===== config.mk =====
export PLATFORM = sky130hd
export DESIGN_NAME = rv_frontend
export DESIGN_NICKNAME = d
export VERILOG_FILES = /design/src/logic/frontend_pkg.sv /design/src/logic/decode.sv /design/src/logic/fetch_unit.sv /design/src/logic/instruction_queue.sv /design/src/logic/dispatch_stage.sv /design/src/logic/rv_frontend.sv
export VERILOG_INCLUDE_DIRS = /design/src /design/src/logic
export SDC_FILE = /design/constraint.sdc
export NUM_CORES = 1
export LEC_CHECK = 0
export CORE_MARGIN = 3
export CORE_UTILIZATION = 40
export CTS_CLUSTER_SIZE = 16
export DETAILED_ROUTE_END_ITERATION = 6
export DONT_BUFFER_PORTS = 1
export PLACE_DENSITY = 0.61
export SYNTH_ARGS = -nofsm -noshare
export SYNTH_HDL_FRONTEND = slang
export SYNTH_SLANG_ARGS = --single-unit

===== constraint.sdc =====
create_clock -name clk -period 14.7 [get_ports clk]
set_input_delay 2.205 -clock clk [delete_from_list [all_inputs] [get_ports clk]]
set_output_delay 2.205 -clock clk [all_outputs]
set_load 0.005 [all_outputs]

===== src/logic/frontend_settings.svh =====
`ifndef FRONTEND_SETTINGS_SVH
`define FRONTEND_SETTINGS_SVH

// log2 of the number of instruction queue entries
// a value of 4 gives a sixteen entry ring
`define FE_QUEUE_DEPTH_BITS 4

// address of the first instruction fetched after reset
// the PC walks upward from here in steps of 4
`define FE_RESET_PC 32'h0000_1000

// width of the AXI4-Lite read address
// the PC registers and the address typedef follow it
`define FE_ADDR_WIDTH 32

`endif


===== src/logic/frontend_pkg.sv =====
`default_nettype none
`include "frontend_settings.svh"

package frontend_pkg;

  // raw 32-bit RV32I instruction word as read from memory
  typedef logic [31:0] instr_t;

  // program-order tag, counts every fetched instruction from 0
  typedef logic [63:0] order_t;

  // generic data word, used for immediates and PC values
  typedef logic [31:0] word_t;

  // byte address on the instruction memory port
  typedef logic [`FE_ADDR_WIDTH-1:0] addr_t;

  // architectural register index, x0 to x31
  typedef logic [4:0] reg_idx_t;

  // major opcode in bits 6:0 of the word
  typedef logic [6:0] opcode_t;

  // major opcodes that carry an immediate
  localparam opcode_t OPC_LOAD   = 7'b0000011;
  localparam opcode_t OPC_OP_IMM = 7'b0010011;
  localparam opcode_t OPC_AUIPC  = 7'b0010111;
  localparam opcode_t OPC_STORE  = 7'b0100011;
  localparam opcode_t OPC_LUI    = 7'b0110111;
  localparam opcode_t OPC_BRANCH = 7'b1100011;
  localparam opcode_t OPC_JALR   = 7'b1100111;
  localparam opcode_t OPC_JAL    = 7'b1101111;

  // the only read response that lets fetching go on
  localparam logic [1:0] AXI_RESP_OKAY = 2'b00;

  // fetch FSM, fault is sticky until reset
  typedef enum logic [1:0] {
    FETCH_IDLE,
    FETCH_ADDR,
    FETCH_DATA,
    FETCH_FAULT
  } fetch_state_t;

  // AXI4-Lite read address channel payload
  typedef struct packed {
    addr_t      araddr;
    logic [2:0] arprot;
  } axil_ar_t;

  // AXI4-Lite read data channel payload
  typedef struct packed {
    word_t      rdata;
    logic [1:0] rresp;
  } axil_r_t;

  // what fetch pushes into the queue
  typedef struct packed {
    instr_t instr;
    order_t order;
  } fetch_entry_t;

  // fully decoded instruction handed to rename/issue
  typedef struct packed {
    order_t     order;
    instr_t     instr;
    opcode_t    opcode;
    logic [2:0] funct3;
    logic [6:0] funct7;
    word_t      imm;
    reg_idx_t   rs1;
    reg_idx_t   rs2;
    reg_idx_t   rd;
  } decoded_instr_t;

endpackage

`default_nettype wire


===== src/logic/decode.sv =====
`timescale 1ns/1ps
`default_nettype none

module decode (
  input  frontend_pkg::fetch_entry_t   entry,
  output frontend_pkg::decoded_instr_t dec
);

  frontend_pkg::instr_t w;

  // one candidate immediate per encoding format
  frontend_pkg::word_t imm_i;
  frontend_pkg::word_t imm_s;
  frontend_pkg::word_t imm_b;
  frontend_pkg::word_t imm_u;
  frontend_pkg::word_t imm_j;

  assign w = entry.instr;

  // order and the raw word travel with the decoded fields
  assign dec.order = entry.order;
  assign dec.instr = w;

  // register and function fields sit at fixed positions in every format,
  // so they are sliced out unconditionally
  assign dec.opcode = w[6:0];
  assign dec.rd     = w[11:7];
  assign dec.funct3 = w[14:12];
  assign dec.rs1    = w[19:15];
  assign dec.rs2    = w[24:20];
  assign dec.funct7 = w[31:25];

  // all immediates sign extend from bit 31
  assign imm_i = {{20{w[31]}}, w[31:20]};
  assign imm_s = {{20{w[31]}}, w[31:25], w[11:7]};
  // branch and jump offsets are in halfwords, bit 0 is always zero
  assign imm_b = {{19{w[31]}}, w[31], w[7], w[30:25], w[11:8], 1'b0};
  assign imm_u = {w[31:12], 12'b0};
  assign imm_j = {{11{w[31]}}, w[31], w[19:12], w[20], w[30:21], 1'b0};

  // pick the immediate by opcode class
  always_comb begin
    case (w[6:0])
      frontend_pkg::OPC_LOAD,
      frontend_pkg::OPC_OP_IMM,
      frontend_pkg::OPC_JALR: begin
        dec.imm = imm_i;
      end
      frontend_pkg::OPC_STORE: begin
        dec.imm = imm_s;
      end
      frontend_pkg::OPC_BRANCH: begin
        dec.imm = imm_b;
      end
      frontend_pkg::OPC_LUI,
      frontend_pkg::OPC_AUIPC: begin
        dec.imm = imm_u;
      end
      frontend_pkg::OPC_JAL: begin
        dec.imm = imm_j;
      end
      default: begin
        // R-type, fences and system calls have no immediate here
        dec.imm = '0;
      end
    endcase
  end

endmodule

`default_nettype wire


===== src/logic/fetch_unit.sv =====
`timescale 1ns/1ps
`default_nettype none
`include "frontend_settings.svh"

module fetch_unit (
  input  logic                       clk,
  input  logic                       rst,
  // AXI4-Lite read address channel
  output logic                       arvalid,
  input  logic                       arready,
  output frontend_pkg::axil_ar_t     ar,
  // AXI4-Lite read data channel
  input  logic                       rvalid,
  output logic                       rready,
  input  frontend_pkg::axil_r_t      r,
  // push side of the instruction queue
  input  logic                       full,
  output logic                       push,
  output frontend_pkg::fetch_entry_t entry,
  output logic                       fault
);

  frontend_pkg::fetch_state_t state;
  frontend_pkg::addr_t        pc;
  frontend_pkg::order_t       order;

  // the response is OKAY and can go into the queue
  logic resp_ok;

  // arvalid comes straight from the state, so it cannot glitch
  // and stays up until the address is taken
  assign arvalid = (state == frontend_pkg::FETCH_ADDR);
  // a slot was reserved before the request, so the data is always accepted
  assign rready  = (state == frontend_pkg::FETCH_DATA);
  assign fault   = (state == frontend_pkg::FETCH_FAULT);

  // unprivileged, secure, instruction access
  assign ar.araddr = pc;
  assign ar.arprot = 3'b100;

  assign resp_ok = (r.rresp == frontend_pkg::AXI_RESP_OKAY);

  // push on the R handshake itself, the word goes in with the current order
  assign push        = rready && rvalid && resp_ok;
  assign entry.instr = r.rdata;
  assign entry.order = order;

  always_ff @(posedge clk) begin
    if (rst) begin
      state <= frontend_pkg::FETCH_IDLE;
      pc    <= `FE_RESET_PC;
      order <= '0;
    end else begin
      case (state)
        frontend_pkg::FETCH_IDLE: begin
          // only one read is ever in flight, so a free slot seen here
          // is still free when the response comes back
          if (!full) begin
            state <= frontend_pkg::FETCH_ADDR;
          end
        end
        frontend_pkg::FETCH_ADDR: begin
          if (arready) begin
            state <= frontend_pkg::FETCH_DATA;
          end
        end
        frontend_pkg::FETCH_DATA: begin
          if (rvalid) begin
            if (resp_ok) begin
              // sequential fetch only, no redirects in this front end
              pc    <= pc + 4;
              order <= order + 1'b1;
              state <= frontend_pkg::FETCH_IDLE;
            end else begin
              state <= frontend_pkg::FETCH_FAULT;
            end
          end
        end
        frontend_pkg::FETCH_FAULT: begin
          // stay here until reset, nothing more is fetched
          state <= frontend_pkg::FETCH_FAULT;
        end
      endcase
    end
  end

  // the request must not move while the memory has not taken it
  assert property (@(posedge clk) disable iff (rst)
    arvalid && !arready |=> arvalid && $stable(ar))
    else $error("read address changed or dropped before arready");

  // the slot reserved before the request must still be free
  assert property (@(posedge clk) disable iff (rst) push |-> !full)
    else $error("fetch pushed into a full instruction queue");

endmodule

`default_nettype wire


===== src/logic/instruction_queue.sv =====
`timescale 1ns/1ps
`default_nettype none

module instruction_queue #(
  parameter int DEPTH_BITS = 4
) (
  input  logic                         clk,
  input  logic                         rst,
  // push side, driven by fetch
  input  logic                         push,
  input  frontend_pkg::fetch_entry_t   entry,
  output logic                         full,
  // pop side, driven by dispatch
  input  logic                         pop,
  output logic                         head_valid,
  output frontend_pkg::decoded_instr_t head
);

  localparam int NUM_ENTRIES = 2 ** DEPTH_BITS;

  // wr_ptr is where the next push lands, rd_ptr points at the oldest entry
  logic [DEPTH_BITS-1:0] wr_ptr;
  logic [DEPTH_BITS-1:0] rd_ptr;

  // payload storage and one valid bit per slot
  frontend_pkg::fetch_entry_t mem [NUM_ENTRIES];
  logic [NUM_ENTRIES-1:0]     valid;

  // the oldest entry, fed to the decoder
  frontend_pkg::fetch_entry_t oldest;

  // the ring is full exactly when the slot to be written still holds
  // an entry, which avoids a separate counter
  assign full       = valid[wr_ptr];
  assign head_valid = valid[rd_ptr];
  assign oldest     = mem[rd_ptr];

  // control state with reset
  always_ff @(posedge clk) begin
    if (rst) begin
      wr_ptr <= '0;
      rd_ptr <= '0;
      valid  <= '0;
    end else begin
      // push and pop may both happen in one cycle but never on the same
      // slot, since an empty head blocks pop and a full tail blocks push
      if (pop) begin
        valid[rd_ptr] <= 1'b0;
        rd_ptr        <= rd_ptr + 1'b1;
      end
      if (push) begin
        valid[wr_ptr] <= 1'b1;
        wr_ptr        <= wr_ptr + 1'b1;
      end
    end
  end

  // payload storage
  always_ff @(posedge clk) begin
    if (push) begin
      mem[wr_ptr] <= entry;
    end
  end

  // decode sits on the read side, so dispatch sees a decoded head
  decode u_decode (
    .entry (oldest),
    .dec   (head)
  );

  // dispatch only takes what is there
  assert property (@(posedge clk) disable iff (rst) pop |-> head_valid)
    else $error("pop from an empty queue slot");

  // fetch must respect full
  assert property (@(posedge clk) disable iff (rst) push |-> !full)
    else $error("push into a full queue slot");

endmodule

`default_nettype wire


===== src/logic/dispatch_stage.sv =====
`timescale 1ns/1ps
`default_nettype none

module dispatch_stage (
  input  logic                         clk,
  input  logic                         rst,
  // queue side
  input  logic                         head_valid,
  input  frontend_pkg::decoded_instr_t head,
  output logic                         pop,
  // rename/issue side
  output logic                         out_valid,
  output frontend_pkg::decoded_instr_t out,
  input  logic                         out_ready
);

  // the register can take a new entry when it is empty
  // or its current entry leaves in this cycle
  logic slot_free;

  assign slot_free = !out_valid || out_ready;
  assign pop       = head_valid && slot_free;

  // occupancy of the output register
  always_ff @(posedge clk) begin
    if (rst) begin
      out_valid <= 1'b0;
    end else if (pop) begin
      out_valid <= 1'b1;
    end else if (out_ready) begin
      // handshake with nothing behind it empties the register
      out_valid <= 1'b0;
    end
  end

  // payload register, only loads on a pop
  always_ff @(posedge clk) begin
    if (pop) begin
      out <= head;
    end
  end

  // under back-pressure the consumer must see the same instruction
  // until it takes it
  assert property (@(posedge clk) disable iff (rst)
    out_valid && !out_ready |=> out_valid && $stable(out))
    else $error("dispatch output changed while stalled");

endmodule

`default_nettype wire


===== src/logic/rv_frontend.sv =====
`timescale 1ns/1ps
`default_nettype none
`include "frontend_settings.svh"

module rv_frontend (
  input  logic                         clk,
  input  logic                         rst,
  // instruction memory, AXI4-Lite read only
  output logic                         arvalid,
  input  logic                         arready,
  output frontend_pkg::axil_ar_t       ar,
  input  logic                         rvalid,
  output logic                         rready,
  input  frontend_pkg::axil_r_t        r,
  // decoded instruction stream to rename/issue
  output logic                         out_valid,
  output frontend_pkg::decoded_instr_t out,
  input  logic                         out_ready,
  // sticky, set by an error response
  output logic                         fault
);

  // fetch to queue
  logic                       push;
  frontend_pkg::fetch_entry_t entry;
  logic                       full;

  // queue to dispatch
  logic                         pop;
  logic                         head_valid;
  frontend_pkg::decoded_instr_t head;

  fetch_unit u_fetch (
    .clk     (clk),
    .rst     (rst),
    .arvalid (arvalid),
    .arready (arready),
    .ar      (ar),
    .rvalid  (rvalid),
    .rready  (rready),
    .r       (r),
    .full    (full),
    .push    (push),
    .entry   (entry),
    .fault   (fault)
  );

  instruction_queue #(
    .DEPTH_BITS (`FE_QUEUE_DEPTH_BITS)
  ) u_queue (
    .clk        (clk),
    .rst        (rst),
    .push       (push),
    .entry      (entry),
    .full       (full),
    .pop        (pop),
    .head_valid (head_valid),
    .head       (head)
  );

  dispatch_stage u_dispatch (
    .clk        (clk),
    .rst        (rst),
    .head_valid (head_valid),
    .head       (head),
    .pop        (pop),
    .out_valid  (out_valid),
    .out        (out),
    .out_ready  (out_ready)
  );

endmodule

`default_nettype wire


==> summary.md <==
| Metric | Value |
|---|---|
| Final Util | `45.4%` |
| Core box area | `0.168 mm²` |
| Gp weighted congestion | `0.752` |
| Post-synthesis cell count | `3105` |
| Clock slew at reported path FFs | `0.06 ns` |
| Slew headroom | `29.0%` |
| Synth Flop Type | `edfxtp_1` |
| Worst Hold Depth | `2` |
| Area Overhead vs Synth | `12.2%` |
| Max Clock Skew | `0.0473 ns` |
| Detailed-route wire length | `147000 µm` |
| GRT Util Overall | `16.9%` |
| Total CTS buffers | `181` |
| Most frequent cells after synthesis | `edfxtp_1 (1664), mux4_2 (479), dfxtp_1 (125)` |
| Post-Layout Cell Count | `5511` |
| Drt drc | `0` |
| Post-CTS Setup Inserts | `0` |
| FF+latch count, synth | `1789` |
| # Max-Cap Violations | `0` |
| Largest net degree at the start of global routing | `146` |
| Filler instances | `13.9k` |
| Arrival @ worst endpoint | `5.08 ns` |
| Mapped Area | `0.0680 mm²` |
| CP max FO | `145` |
| EDFF count, synth | `1664` |
| Vias per inst | `5.52` |
| Final worst-path cycle share | `31.1%` |
| R2r endpoint | `u_dispatch.out[43]$_DFFE_PP_` |
| Status | `complete, no violations` |
| RSZ-0062 raised after global routing | `false` |
| Dpl cells | `5175` |
| Initial antenna violation count | `4` |
| Worst hold path class | `flop to flop` |
| Area share of the largest cell type after synthesis | `73.5%` |
| Post-synthesis sequential area ratio | `77.2%` |
| Iter 0 DRT Violations | `2537` |
| Fin crit period | `4.57 ns` |
| Global route overflow | `0` |
| Startpoint Class | `flop` |
| Count leader, synth | `edfxtp_1` |
| Post-DP HPWL | `80000 µm` |
| Post-cts sizing count | `0` |
| Setup TNS | `0 ns` |
| Die height | `418 µm` |
| Yosys warns | `0` |
| Async SR Flop Fraction | `0%` |
| Nature of the critical path endpoint | `flop` |
| Cell taking the most area after synthesis | `edfxtp_1` |
| Chip width | `418 µm` |
| Wirelength per Cell | `26.6 µm` |
| Least-Margin Pin Slew | `1.07 ns` |
| First-pass GRT wire length | `218000 µm` |
| Skew-Pair Late Insertion Delay | `0.83 ns` |
| Initial DRT Pass Iterations | `5` |
| Final hold vios | `0` |
| Min-delay src | `u_queue.valid[14]$_SDFF_PP0_` |
| CTS hold repair buffers | `0` |
| Port Buffers | `0` |
| FMAX | `0.219 GHz` |
| Max-slew violation count | `0` |
| Final Setup Violations | `0` |
| Vias after detailed routing | `30.4k` |
| CTS tree | `built` |
| Final Net Count | `3203` |
| Cell count of the worst reg-to-reg path | `7` |
| Vias in the first global route | `31.5k` |
| # clock sinks | `1789` |
| Fraction of layout cells with a size suffix above 1 | `24.7%` |
| Ports | `238` |
| Die ar. | `0.175 mm²` |
| Hold EP | `u_queue.valid[14]$_SDFF_PP0_` |
| H-Tree Depth | `4` |
| Syn Area/Cell | `21.9 µm²` |
| Antenna Nets Post-Route | `0` |
| Initial Utilization | `40.5%` |
| Clock buffer depth | `3` |
| Area contributors post-synth | `edfxtp_1 (73%), mux4_2 (16%), dfxtp_1 (3.7%)` |
| Peak VDD IR | `0.106 mV` |
| Synth unique cells | `52` |
| Leakage | `24.5 nW` |
| Worst EP required | `15.21 ns` |
| Crit Path Category | `flop to flop` |
| Root buf cell | `clkbuf_16` |
| Core Rows | `150` |
| PwrDens | `133 mW/mm²` |
| Minimum setup slack among reg-to-reg paths | `10.13 ns` |
## cell type report
| cell class | count | area (µm²) | area share (%) |
|---|---|---|---|
| well taps | 2204 | 2760 | 3.62 |
| diodes | 1 | 2.50 | 0.00328 |
| repair buffers | 44 | 355 | 0.466 |
| multi-input cells | 1085 | 14500 | 18.9 |
| clock buffers | 214 | 4680 | 6.14 |
| clock inverters | 121 | 1260 | 1.65 |
| flip-flops and latches | 1789 | 52500 | 68.8 |
| inverters | 53 | 287 | 0.376 |
## per-layer routing
| metal | routed length (µm) | GRT usage (%) |
|---|---|---|
| met1 | 62300 | 23.0 |
| met3 | 7430 | 3.31 |
| met4 | 3460 | 4.89 |
| met5 | 0 | 0 |
| met2 | 73500 | 27.8 |
## critical path, stage by stage (launching register included)
cell and delay (ns):
dfxtp_4 0.80, buf_4 0.60, buf_4 0.78, buf_12 0.71, mux4_2 0.47, mux4_2 0.53, nand3_1 0.11, nand3_1 0.07
## state kept, by name, indices dropped and copies added, names as in the netlist, named ones only
| register | count |
|---|---|
| u_dispatch.out | 128 |
| u_queue.rd_ptr | 4 |
| u_dispatch.out_valid | 1 |
| u_fetch.pc | 30 |
| u_fetch.state | 2 |
| u_queue.wr_ptr | 4 |
| u_fetch.order | 64 |
| u_queue.valid | 16 |
| u_queue.mem | 1536 |
## layout by cell type, fill, tap and decap left out, types with 9 or more instances in the layout
cell,Yosys,layout
clkinvlp_4,0,9
inv_1,52,36
clkinv_1,0,49
mux2_2,10,10
and4_1,9,9
a22oi_1,9,9
xor2_1,49,49
or3_1,14,14
mux4_2,479,479
bufinv_16,0,18
nand3_1,68,68
clkbuf_16,0,181
clkinv_2,0,26
clkbuf_1,93,30
nand2_1,54,54
buf_4,41,42
nor2_1,102,102
nand4_1,36,36
nor4_1,17,17
nor3_1,12,12
xnor2_1,24,24
inv_6,0,19
ha_1,10,10
a21oi_1,44,44
dfxtp_1,125,122
nor2b_1,20,20
o21ai_0,38,38
and3_1,16,16
edfxtp_1,1664,1664
## power breakdown
part | internal [mW] | leakage [nW] | switching [mW] | total, mW
clock | 2.61 | 2.87 | 1.95 | 4.56
combinational | 0.0255 | 4.17 | 0.0255 | 0.0510
sequential | 5.51 | 17.5 | 0.00399 | 5.51
total | 8.15 | 24.5 | 1.97 | 10.1
## per-stage QoR
step / cell area [µm²] / setup WS (ns) / hold WS, ns / power, mW
CTS: 76300 / 10.05 / 0.496 / 10.2
global route: 76300 / 9.89 / 0.517 / 10.4
floorplan: 68000 / 7.48 / 0.461 / 5.67
global placement: 70300 / 9.38 / 0.483 / 5.67
detailed placement: 70300 / 9.36 / 0.484 / 5.67
finish: 76300 / 10.13 / 0.493 / 10.1
## worst max path at each step
stage	startpoint	end	slack, ns	cells past startpoint
after CTS	flop	u_dispatch.out[43]$_DFFE_PP_	10.05	7
after global placement	r[1]	u_queue.mem[14][44]$_DFFE_PP_	9.38	6
after detailed placement	r[1]	u_queue.mem[12][42]$_DFFE_PP_	9.36	6
after floorplan	out_ready	u_queue.valid[15]$_SDFF_PP0_	7.48	6
final	flop	u_dispatch.out[43]$_DFFE_PP_	10.13	7
after global routing	flop	u_dispatch.out[28]$_DFFE_PP_	9.89	7
## logic make-up (layout without fill, tap and decap cells)
kind of cell,after synthesis,count (layout),share of synthesized area (%)
AO/OA/AOI/OAI,124,124,1.10
other,2,6,0.0110
multiplexers,495,495,16.1
flip-flops,1789,1789,77.2
AND/OR/NAND/NOR,378,378,2.86
adder cells (fa/ha/maj),10,10,0.184
buffers and inverters,234,432,1.60
XOR/XNOR,73,73,0.940
Note: power is estimated with default switching activity, not from simulation.
